$ cat src/lc4_settings.svh
// LC4 core settings
// word and register sizes, reset fetch address, condition code encodings
`ifndef LC4_SETTINGS_SVH
`define LC4_SETTINGS_SVH

`define LC4_XLEN      16            // data and address width
`define LC4_NREGS     8
`define LC4_RSEL_W    3             // register select width
`define LC4_RESET_PC  16'h8200      // first fetch address

// one-hot condition codes
`define LC4_NZP_N     3'b100
`define LC4_NZP_Z     3'b010
`define LC4_NZP_P     3'b001

`endif

$ cat src/lc4_pkg.sv
// LC4 shared types
// instruction views, decoded control, pipeline slot, memory request and trace
`include "lc4_settings.svh"

package lc4_pkg;

    typedef logic [`LC4_XLEN-1:0]   lc4_word_t;
    typedef logic [`LC4_RSEL_W-1:0] lc4_rsel_t;

    // kept opcodes, everything else is a no-op
    typedef enum logic [3:0] {
        OP_BR    = 4'b0000,
        OP_ARITH = 4'b0001,
        OP_LOGIC = 4'b0101,
        OP_LDR   = 4'b0110,
        OP_STR   = 4'b0111,
        OP_CONST = 4'b1001
    } lc4_op_e;

    // register-form subops, arith and logic groups overlap in encoding
    localparam logic [2:0] SUB_ADD = 3'b000;
    localparam logic [2:0] SUB_SUB = 3'b010;
    localparam logic [2:0] SUB_AND = 3'b000;
    localparam logic [2:0] SUB_OR  = 3'b010;
    localparam logic [2:0] SUB_XOR = 3'b011;

    typedef struct packed {
        lc4_op_e   opcode;
        lc4_rsel_t rd;
        lc4_rsel_t rs;
        logic [2:0] subop;          // top bit doubles as the immediate flag
        lc4_rsel_t rt;
    } lc4_rform_t;

    typedef struct packed {
        lc4_op_e    opcode;
        lc4_rsel_t  rd;
        lc4_rsel_t  rs;
        logic       imm_flag;
        logic [4:0] imm5;
    } lc4_iform_t;

    typedef struct packed {
        lc4_op_e    opcode;
        lc4_rsel_t  rd;             // rt for a store
        lc4_rsel_t  rs;
        logic [5:0] imm6;
    } lc4_mform_t;

    typedef struct packed {
        lc4_op_e    opcode;
        logic [2:0] nzp;            // rd for CONST
        logic [8:0] imm9;
    } lc4_bform_t;

    typedef union packed {
        lc4_rform_t r;
        lc4_iform_t i;
        lc4_mform_t m;
        lc4_bform_t b;
    } lc4_insn_u;

    typedef struct packed {
        lc4_rsel_t rs_sel;
        lc4_rsel_t rt_sel;
        lc4_rsel_t rd_sel;
        logic      rs_re;
        logic      rt_re;
        logic      rd_we;
        logic      nzp_we;
        logic      is_load;
        logic      is_store;
        logic      is_branch;
    } lc4_ctrl_t;

    typedef struct packed {
        logic      valid;
        lc4_word_t pc;
        lc4_insn_u insn;
        lc4_ctrl_t ctrl;
    } lc4_stage_t;

    typedef struct packed {
        lc4_word_t addr;
        logic      we;
        lc4_word_t wdata;
    } lc4_dmem_req_t;

    typedef struct packed {
        logic       valid;
        lc4_word_t  pc;
        lc4_insn_u  insn;
        logic       rd_we;
        lc4_rsel_t  rd_sel;
        lc4_word_t  rd_data;
        logic       nzp_we;
        logic [2:0] nzp;
        logic       dmem_we;
        lc4_word_t  dmem_addr;
        lc4_word_t  dmem_data;
    } lc4_wb_t;

    typedef enum logic [1:0] {
        FWD_RF = 2'd0,
        FWD_M  = 2'd1,
        FWD_W  = 2'd2
    } lc4_fwd_e;

endpackage

$ cat src/lc4_alu.sv
// LC4 execute-stage ALU
// arithmetic, logic, CONST, load/store address and branch target
`include "lc4_settings.svh"

module lc4_alu import lc4_pkg::*; (
    input  lc4_insn_u i_insn,
    input  lc4_word_t i_pc,
    input  lc4_word_t i_rs,
    input  lc4_word_t i_rt,
    output lc4_word_t o_result
);

    lc4_word_t imm5_sx, imm6_sx, imm9_sx;

    assign imm5_sx = {{(`LC4_XLEN-5){i_insn.i.imm5[4]}}, i_insn.i.imm5};
    assign imm6_sx = {{(`LC4_XLEN-6){i_insn.m.imm6[5]}}, i_insn.m.imm6};
    assign imm9_sx = {{(`LC4_XLEN-9){i_insn.b.imm9[8]}}, i_insn.b.imm9};

    always_comb begin
        o_result = '0;
        case (i_insn.r.opcode)
            OP_BR:    o_result = i_pc + 1'b1 + imm9_sx;   // target, used only when taken
            OP_ARITH: begin
                if (i_insn.i.imm_flag) begin
                    o_result = i_rs + imm5_sx;
                end else if (i_insn.r.subop == SUB_SUB) begin
                    o_result = i_rs - i_rt;
                end else begin
                    o_result = i_rs + i_rt;
                end
            end
            OP_LOGIC: begin
                if (i_insn.i.imm_flag) begin
                    o_result = i_rs & imm5_sx;
                end else begin
                    case (i_insn.r.subop)
                        SUB_OR:  o_result = i_rs | i_rt;
                        SUB_XOR: o_result = i_rs ^ i_rt;
                        default: o_result = i_rs & i_rt;
                    endcase
                end
            end
            OP_LDR, OP_STR: o_result = i_rs + imm6_sx;    // effective address
            OP_CONST:       o_result = imm9_sx;
            default: ;
        endcase
    end

endmodule

$ cat src/lc4_decoder.sv
// LC4 instruction decoder
// maps the kept opcodes to register selects, read enables and write enables
module lc4_decoder import lc4_pkg::*; (
    input  lc4_insn_u i_insn,
    output lc4_ctrl_t o_ctrl
);

    logic reg_op_ok;    // register or immediate form is one we implement

    always_comb begin
        if (i_insn.i.imm_flag) begin
            reg_op_ok = 1'b1;
        end else if (i_insn.r.opcode == OP_ARITH) begin
            reg_op_ok = i_insn.r.subop inside {SUB_ADD, SUB_SUB};
        end else begin
            reg_op_ok = i_insn.r.subop inside {SUB_AND, SUB_OR, SUB_XOR};
        end
    end

    always_comb begin
        o_ctrl        = '0;
        o_ctrl.rs_sel = i_insn.r.rs;
        o_ctrl.rt_sel = i_insn.r.rt;
        o_ctrl.rd_sel = i_insn.r.rd;
        case (i_insn.r.opcode)
            OP_ARITH, OP_LOGIC: begin
                if (reg_op_ok) begin
                    o_ctrl.rs_re  = 1'b1;
                    o_ctrl.rt_re  = !i_insn.i.imm_flag;
                    o_ctrl.rd_we  = 1'b1;
                    o_ctrl.nzp_we = 1'b1;
                end
            end
            OP_LDR: begin
                o_ctrl.rs_re   = 1'b1;
                o_ctrl.rd_we   = 1'b1;
                o_ctrl.nzp_we  = 1'b1;
                o_ctrl.is_load = 1'b1;
            end
            OP_STR: begin
                o_ctrl.rt_sel   = i_insn.m.rd;  // store data sits in the rd slot
                o_ctrl.rs_re    = 1'b1;
                o_ctrl.rt_re    = 1'b1;
                o_ctrl.is_store = 1'b1;
            end
            OP_CONST: begin
                o_ctrl.rd_we  = 1'b1;
                o_ctrl.nzp_we = 1'b1;
            end
            OP_BR:   o_ctrl.is_branch = |i_insn.b.nzp;    // empty mask never branches
            default: ;
        endcase
    end

endmodule

$ cat src/lc4_hazard_unit.sv
// LC4 hazard unit
// load-use stall detection plus MX/WX operand and WM store-data bypass selection
module lc4_hazard_unit import lc4_pkg::*; (
    input  lc4_ctrl_t i_d_ctrl,
    input  lc4_ctrl_t i_x_ctrl,
    input  lc4_ctrl_t i_m_ctrl,
    input  lc4_ctrl_t i_w_ctrl,
    output logic      o_stall,
    output lc4_fwd_e  o_rs_fwd,
    output lc4_fwd_e  o_rt_fwd,
    output logic      o_store_fwd
);

    logic d_rs_hit, d_rt_hit;

    // nearest producer wins; a load in M has no value yet
    function automatic lc4_fwd_e fwd_src(input logic re, input lc4_rsel_t sel);
        lc4_fwd_e src;
        src = FWD_RF;
        if (re && i_m_ctrl.rd_we && !i_m_ctrl.is_load && i_m_ctrl.rd_sel == sel) begin
            src = FWD_M;
        end else if (re && i_w_ctrl.rd_we && i_w_ctrl.rd_sel == sel) begin
            src = FWD_W;
        end
        return src;
    endfunction

    assign d_rs_hit = i_d_ctrl.rs_re && i_d_ctrl.rs_sel == i_x_ctrl.rd_sel;

    // store data reaches M through the WM path, no need to wait for it
    assign d_rt_hit = i_d_ctrl.rt_re && !i_d_ctrl.is_store
                   && i_d_ctrl.rt_sel == i_x_ctrl.rd_sel;

    // a branch right behind a load needs the load's NZP
    assign o_stall = i_x_ctrl.is_load && (d_rs_hit || d_rt_hit || i_d_ctrl.is_branch);

    assign o_rs_fwd = fwd_src(i_x_ctrl.rs_re, i_x_ctrl.rs_sel);
    assign o_rt_fwd = fwd_src(i_x_ctrl.rt_re, i_x_ctrl.rt_sel);

    assign o_store_fwd = i_m_ctrl.is_store && i_w_ctrl.rd_we
                      && i_m_ctrl.rt_sel == i_w_ctrl.rd_sel;

endmodule

$ cat src/lc4_pipeline.sv
// LC4 five-stage single-issue pipeline
// fetch, decode, execute, memory, writeback; bypassing, load-use stall,
// branch resolution in execute and a retirement trace out of writeback
`include "lc4_settings.svh"

module lc4_pipeline import lc4_pkg::*; (
    input  logic          gwe,
    input  logic          i_rst_n,
    output lc4_word_t     o_pc,
    input  lc4_insn_u     i_insn,
    output lc4_dmem_req_t o_dmem,
    input  lc4_word_t     i_dmem_rdata,
    output lc4_wb_t       o_wb
);

    function automatic logic [2:0] nzp_of(input lc4_word_t val);
        logic [2:0] nzp;
        if (val[`LC4_XLEN-1]) begin
            nzp = `LC4_NZP_N;
        end else if (val == '0) begin
            nzp = `LC4_NZP_Z;
        end else begin
            nzp = `LC4_NZP_P;
        end
        return nzp;
    endfunction

    lc4_word_t  pc_q, pc_next;
    lc4_stage_t d_q, d_cur, d_next, x_next;
    lc4_stage_t x_q, m_q, w_q;
    lc4_ctrl_t  dec_ctrl;
    logic       stall, br_taken, store_fwd;
    lc4_fwd_e   rs_fwd, rt_fwd;

    lc4_word_t  rf_rs, rf_rt;
    lc4_word_t  x_rs_q, x_rt_q, x_rs, x_rt, alu_out;
    lc4_word_t  m_result_q, m_store_q, m_store_data;
    lc4_word_t  w_result_q, w_addr_q, w_mem_q, w_wdata;
    logic [2:0] m_nzp_q, m_nzp, w_nzp_q, nzp_q, br_nzp;

    // fetch
    assign o_pc    = pc_q;
    assign pc_next = br_taken ? alu_out : pc_q + 1'b1;

    always_comb begin
        d_next       = '0;
        d_next.valid = !br_taken;       // squash the word fetched under a taken branch
        d_next.pc    = pc_q;
        d_next.insn  = i_insn;
    end

    // decode
    always_comb begin
        d_cur      = d_q;
        d_cur.ctrl = d_q.valid ? dec_ctrl : '0;
        x_next     = (br_taken || stall) ? '0 : d_cur;
    end

    lc4_decoder u_decoder (
        .i_insn (d_q.insn),
        .o_ctrl (dec_ctrl)
    );

    lc4_regfile u_regfile (
        .gwe       (gwe),
        .i_rst_n   (i_rst_n),
        .i_rs_sel  (d_cur.ctrl.rs_sel),
        .i_rt_sel  (d_cur.ctrl.rt_sel),
        .o_rs_data (rf_rs),
        .o_rt_data (rf_rt),
        .i_rd_sel  (w_q.ctrl.rd_sel),
        .i_rd_data (w_wdata),
        .i_rd_we   (w_q.ctrl.rd_we)
    );

    lc4_hazard_unit u_hazard (
        .i_d_ctrl    (d_cur.ctrl),
        .i_x_ctrl    (x_q.ctrl),
        .i_m_ctrl    (m_q.ctrl),
        .i_w_ctrl    (w_q.ctrl),
        .o_stall     (stall),
        .o_rs_fwd    (rs_fwd),
        .o_rt_fwd    (rt_fwd),
        .o_store_fwd (store_fwd)
    );

    // execute, MX and WX bypass
    always_comb begin
        case (rs_fwd)
            FWD_M:   x_rs = m_result_q;
            FWD_W:   x_rs = w_wdata;
            default: x_rs = x_rs_q;
        endcase
        case (rt_fwd)
            FWD_M:   x_rt = m_result_q;
            FWD_W:   x_rt = w_wdata;
            default: x_rt = x_rt_q;
        endcase
    end

    lc4_alu u_alu (
        .i_insn   (x_q.insn),
        .i_pc     (x_q.pc),
        .i_rs     (x_rs),
        .i_rt     (x_rt),
        .o_result (alu_out)
    );

    assign br_nzp   = m_q.ctrl.nzp_we ? m_nzp :
                      w_q.ctrl.nzp_we ? w_nzp_q : nzp_q;
    assign br_taken = x_q.ctrl.is_branch && |(x_q.insn.b.nzp & br_nzp);

    // memory, load NZP comes straight from the read data
    assign m_nzp        = m_q.ctrl.is_load ? nzp_of(i_dmem_rdata) : m_nzp_q;
    assign m_store_data = store_fwd ? w_wdata : m_store_q;     // WM bypass

    always_comb begin
        o_dmem       = '0;
        o_dmem.we    = m_q.ctrl.is_store;
        if (m_q.ctrl.is_load || m_q.ctrl.is_store) begin
            o_dmem.addr = m_result_q;
        end
        if (m_q.ctrl.is_store) begin
            o_dmem.wdata = m_store_data;
        end
    end

    // writeback
    assign w_wdata = w_q.ctrl.is_load ? w_mem_q : w_result_q;

    always_comb begin
        o_wb           = '0;
        o_wb.valid     = w_q.valid;
        o_wb.pc        = w_q.pc;
        o_wb.insn      = w_q.insn;
        o_wb.rd_we     = w_q.ctrl.rd_we;
        o_wb.rd_sel    = w_q.ctrl.rd_sel;
        o_wb.rd_data   = w_wdata;
        o_wb.nzp_we    = w_q.ctrl.nzp_we;
        o_wb.nzp       = w_nzp_q;
        o_wb.dmem_we   = w_q.ctrl.is_store;
        o_wb.dmem_addr = w_addr_q;
        o_wb.dmem_data = w_mem_q;
    end

    always_ff @(posedge gwe or negedge i_rst_n) begin
        if (!i_rst_n) begin
            pc_q  <= `LC4_RESET_PC;
            d_q   <= '0;
            x_q   <= '0;
            m_q   <= '0;
            w_q   <= '0;
            nzp_q <= '0;
        end else begin
            if (!stall) begin                   // stall holds PC and the D slot
                pc_q <= pc_next;
                d_q  <= d_next;
            end
            x_q <= x_next;
            m_q <= x_q;
            w_q <= m_q;
            if (w_q.ctrl.nzp_we) begin
                nzp_q <= w_nzp_q;
            end
        end
    end

    always_ff @(posedge gwe) begin
        x_rs_q     <= rf_rs;
        x_rt_q     <= rf_rt;
        m_result_q <= alu_out;
        m_store_q  <= x_rt;
        m_nzp_q    <= nzp_of(alu_out);
        w_result_q <= m_result_q;
        w_addr_q   <= o_dmem.addr;
        w_mem_q    <= m_q.ctrl.is_load ? i_dmem_rdata : o_dmem.wdata;   // load or store data
        w_nzp_q    <= m_nzp;
    end

endmodule

$ cat src/lc4_regfile.sv
// LC4 register file
// eight words, two read ports and one write port; a read of the register
// being written in the same cycle returns the new data
`include "lc4_settings.svh"

module lc4_regfile (
    input  logic                   gwe,
    input  logic                   i_rst_n,
    input  logic [`LC4_RSEL_W-1:0] i_rs_sel,
    input  logic [`LC4_RSEL_W-1:0] i_rt_sel,
    output logic [`LC4_XLEN-1:0]   o_rs_data,
    output logic [`LC4_XLEN-1:0]   o_rt_data,
    input  logic [`LC4_RSEL_W-1:0] i_rd_sel,
    input  logic [`LC4_XLEN-1:0]   i_rd_data,
    input  logic                   i_rd_we
);

    logic [`LC4_XLEN-1:0] regs [`LC4_NREGS];

    always_ff @(posedge gwe or negedge i_rst_n) begin
        if (!i_rst_n) begin
            for (int i = 0; i < `LC4_NREGS; i++) begin
                regs[i] <= '0;
            end
        end else if (i_rd_we) begin
            regs[i_rd_sel] <= i_rd_data;
        end
    end

    assign o_rs_data = (i_rd_we && i_rd_sel == i_rs_sel) ? i_rd_data : regs[i_rs_sel];
    assign o_rt_data = (i_rd_we && i_rd_sel == i_rt_sel) ? i_rd_data : regs[i_rt_sel];

endmodule

$ cat config.mk
export PLATFORM = sky130hd
export DESIGN_NAME = lc4_pipeline
export DESIGN_NICKNAME = d
export VERILOG_FILES = /design/src/lc4_pkg.sv /design/src/lc4_alu.sv /design/src/lc4_decoder.sv /design/src/lc4_hazard_unit.sv /design/src/lc4_pipeline.sv /design/src/lc4_regfile.sv
export VERILOG_INCLUDE_DIRS = /design/src
export SDC_FILE = /design/constraint.sdc
export NUM_CORES = 1
export LEC_CHECK = 0
export ABC_AREA = 1
export BUFFER_PORTS_ARGS = -buffer_cell sky130_fd_sc_hd__buf_2
export CORE_UTILIZATION = 43
export CTS_CLUSTER_SIZE = 25
export DETAILED_ROUTE_END_ITERATION = 8
export GPL_TIMING_DRIVEN = 0
export PLACE_DENSITY = 0.67
export SYNTH_ARGS = -nofsm -noshare
export SYNTH_HDL_FRONTEND = slang
export SYNTH_SLANG_ARGS = --single-unit
export TNS_END_PERCENT = 20
$ cat constraint.sdc
create_clock -name gwe -period 4.6 [get_ports gwe]
set_input_delay 1.15 -clock gwe [delete_from_list [all_inputs] [get_ports gwe]]
set_output_delay 1.15 -clock gwe [all_outputs]
set_load 0.1 [all_outputs]
==> flow_summary.ini <==
[timing]
setup_viol = 15
max_slew_margin_pct = 27.0
whs_ps = 347
fin_crit_sh_pct = 109
layout_setup_ws_ps = -417
max_freq_mhz = 199
grt_setup_unrepaired = true
finClkSkew_ps = 44.1
timing.setup.tns_ps = -2510
hold_viol_final = 0
fin_crit_ps = 5020
tightest_slew_ps = 1090
report.final.slew_viol_count = 0

[critical_path]
r2r_start = x_q[11]$_DFF_PN0_
rr_worst_depth = 35
cp_common_cell = nor2_4
crit_end = m_nzp_q[0]$_SDFF_PP0_
worstReg2RegEnd = m_nzp_q[0]$_SDFF_PP0_
critPathLaunch = x_q[11]$_DFF_PN0_
worst_ep_required_time_ps = 5120
worst-path-max-fanout = 6
worstPathArrival_ps = 5540
slowest_delay_ps = 470
startpoint_type = flop
cp_slowest_cell = dfrtp_2
r2r_slack_ps = -420
worstSetupEndpointType = flop
path_class = flop to flop

[finish]
mostFrequentLayoutCells = 419 x nand2_1, 379 x o21ai_0, 300 x dfrtp_1
area_growth_pct = 21.4
final_common_cell = nand2_1
drive_above_1_share_pct = 18.8
nets = 3063

[die]
die_area_um2 = 50700
dieWidth_um = 225
die_h_um = 225
core_um2 = 49100
ios = 173
rows = 81
initial_core_util_pct = 43.6

[hold_path]
min_path_type = flop to flop

[logic_synthesis]
async_flop_share_pct = 72.4
synth-simple-area-share_pct = 18.4
avgSynthCellArea_um2 = 8.02
ys.flop_type = dfrtp_1
synth_seq_cells = 427
yosysUniqueCellTypes = 59
synth-edff-count = 0
synth-xor-area-share_pct = 1.50
synth-compound-area-share_pct = 19.5
syn_nets = 2770
synth_mux_area_share_pct = 0
ys.warnings.count = 0
synth_top_family_by_area = compound AO/OA/AOI/OAI gates
ys_seq_area_share_pct = 47.2
synthAdderAreaFrac_pct = 3.99
netlist_area_um2 = 21400
syn_inst = 2669

[flow_run]
maxCapViolCount = 0

[cts]
clock_latency_ps = 630
cts_tree = done
clock_sinks = 427
clk_pin_slew_ps = 60
holdBufCountCts = 0
h-tree-depth = 2
ctsRootBufferMaster = clkbuf_16
cts_buffer_depth = 3
cts_buffers = 48

[route]
drc_errors = 0
avgViaCountPerCell = 5.62
post_drt_wl_per_cell_um = 22.7
num_vias = 20600
drt_iter0_drc = 2635
antenna_left = 0
dr.pass1.iters = 5
drt_wl_total_um = 83300

[power]
power_uw = 15500
peakVddDrop_v = 0.000578
power_density_nw_per_um2 = 597
p_leak_uw = 0.0121

[placed_design]
portBuffers = 172
hpwl_um = 62000
post-place-ws_ps = -1360
gp_congestion = 0.951

[global_routing]
grt_max_degree = 118
grt-ovfl-total = 0
grt_pass1_vias = 19400
grt_pass1_wl_um = 122000
grt_usage_pct = 32.7
antenna_found_initial = 1

[outcome]
outcome = complete, but fails checks
violations = setup timing
[area by class of cell]
type / count / area (µm²)
multi-input combinational: 1746 / 9760
antenna: 2 / 5.00
timing repair buffer: 244 / 1500
clock buffer: 73 / 1420
inverter: 337 / 1300
fill: 4759 / 23100
clock inverter: 15 / 258
buffer: 158 / 793
tap: 664 / 831
sequential: 427 / 10100
[what timing repair did]
action / 4_1_cts / 5_1_grt
setup endpoints to repair: 71 / 34
pin swaps: 39 / 60
cloned: 0 / 0
hold endpoints to repair: 0 / 0
buffers inserted: 47 / 25
gates resized for setup: 74 / 72
[where the power goes]
group          total (µW)  leakage (µW)  internal (µW)  switching (µW)
sequential           5380       0.00479           4750             632
clock                4050      0.000814           2380            1670
combinational        6090       0.00649           1610            4480
[through the flow]
stage,utilization [%],instances,instance area [µm²]
2_1_floorplan,-,2669,21500
3_3_place_gp,47.2,3505,23100
3_5_place_dp,47.3,3507,23200
4_1_cts,52.1,3641,25500
5_1_grt,52.9,3664,26000
6_report,53.0,3666,26000
[cell families after synthesis]
family	count (synthesis)
adders and majority gates	67
AOI/OAI and AO/OA	772
DFF	427
xor gates and xnor gates	35
buffers and inverters	496
and+or+nand+nor	872
[flip-flops by register name (all words and copies together), names as in the netlist, 16 cells and up]
name,flops
u_regfile.regs,128
x_q,48
m_q,41
o_wb,38
d_cur,33
m_result_q,16
m_store_q,16
o_pc,16
w_addr_q,16
w_mem_q,16
w_result_q,16
x_rs_q,16
x_rt_q,16
[cell usage after synthesis, types with 3 or more instances]
cell type / instances / area share, %
inv_1: 305 / 5.3
o21bai_1: 5 / 0.18
a221oi_1: 7 / 0.29
nor2_1: 233 / 4.1
o21ai_2: 6 / 0.25
o2111ai_1: 5 / 0.20
o21a_1: 10 / 0.35
nor2_2: 12 / 0.35
nand2_1: 441 / 7.7
nor2_4: 11 / 0.58
buf_4: 28 / 0.98
nor4_1: 6 / 0.18
or2_2: 6 / 0.18
o221ai_1: 31 / 1.3
xor2_1: 29 / 1.2
dfrtp_1: 307 / 36
nand2_2: 15 / 0.44
nand4_1: 15 / 0.44
nand3_1: 69 / 1.6
dfxtp_1: 118 / 11
inv_2: 28 / 0.49
o21ai_1: 9 / 0.21
xnor2_1: 4 / 0.16
clkbuf_1: 97 / 1.7
ha_1: 65 / 3.8
nand2_4: 4 / 0.21
buf_1: 16 / 0.28
nand3_4: 6 / 0.49
buf_2: 14 / 0.33
o22ai_1: 8 / 0.23
buf_6: 3 / 0.16
a21oi_1: 277 / 6.5
o211ai_1: 10 / 0.35
nand3_2: 21 / 0.98
o21ai_0: 386 / 9.0
nor3_1: 24 / 0.56
a31oi_1: 4 / 0.12
[how the worst min path moves through the flow]
stage	startpoint	to	slack [ps]	cells past startpoint
floorplan	m_result_q[13]$_DFF_P_	w_result_q[13]$_DFF_P_	330	0
global placement	x_q[1]$_DFF_PN0_	o_dmem[16]$_DFF_PN0_	330	0
detailed placement	x_q[3]$_DFF_PN0_	m_q[3]$_DFF_PN0_	330	0
CTS	x_q[3]$_DFF_PN0_	m_q[3]$_DFF_PN0_	350	0
global route	m_q[21]$_DFF_PN0_	o_wb[62]$_DFF_PN0_	350	0
finish	m_q[24]$_DFF_PN0_	o_wb[65]$_DFF_PN0_	350	0
[worst max-delay path: cells and delay by family, from the launching register on]
family	cells	cell delay, ps
flip-flops	1	470
AO/OA/AOI/OAI	7	970
XOR/XNOR	3	490
buffers and inverters	3	330
adder cells (fa/ha/maj)	2	560
AND/OR/NAND/NOR	20	2060
[per-layer routing]
metal  wire length (µm)  share of wire, %  track usage, %  vias to the layer above
li1                   -                 -               -                     9347
met1              37700                45            48.7                    10100
met2              35400                42            47.6                     1035
met3               7490               9.0            5.75                      166
met4               2830               3.4            10.8                        0
met5                  0                 0               0                        -
Note: power is estimated with default switching activity, not from simulation.
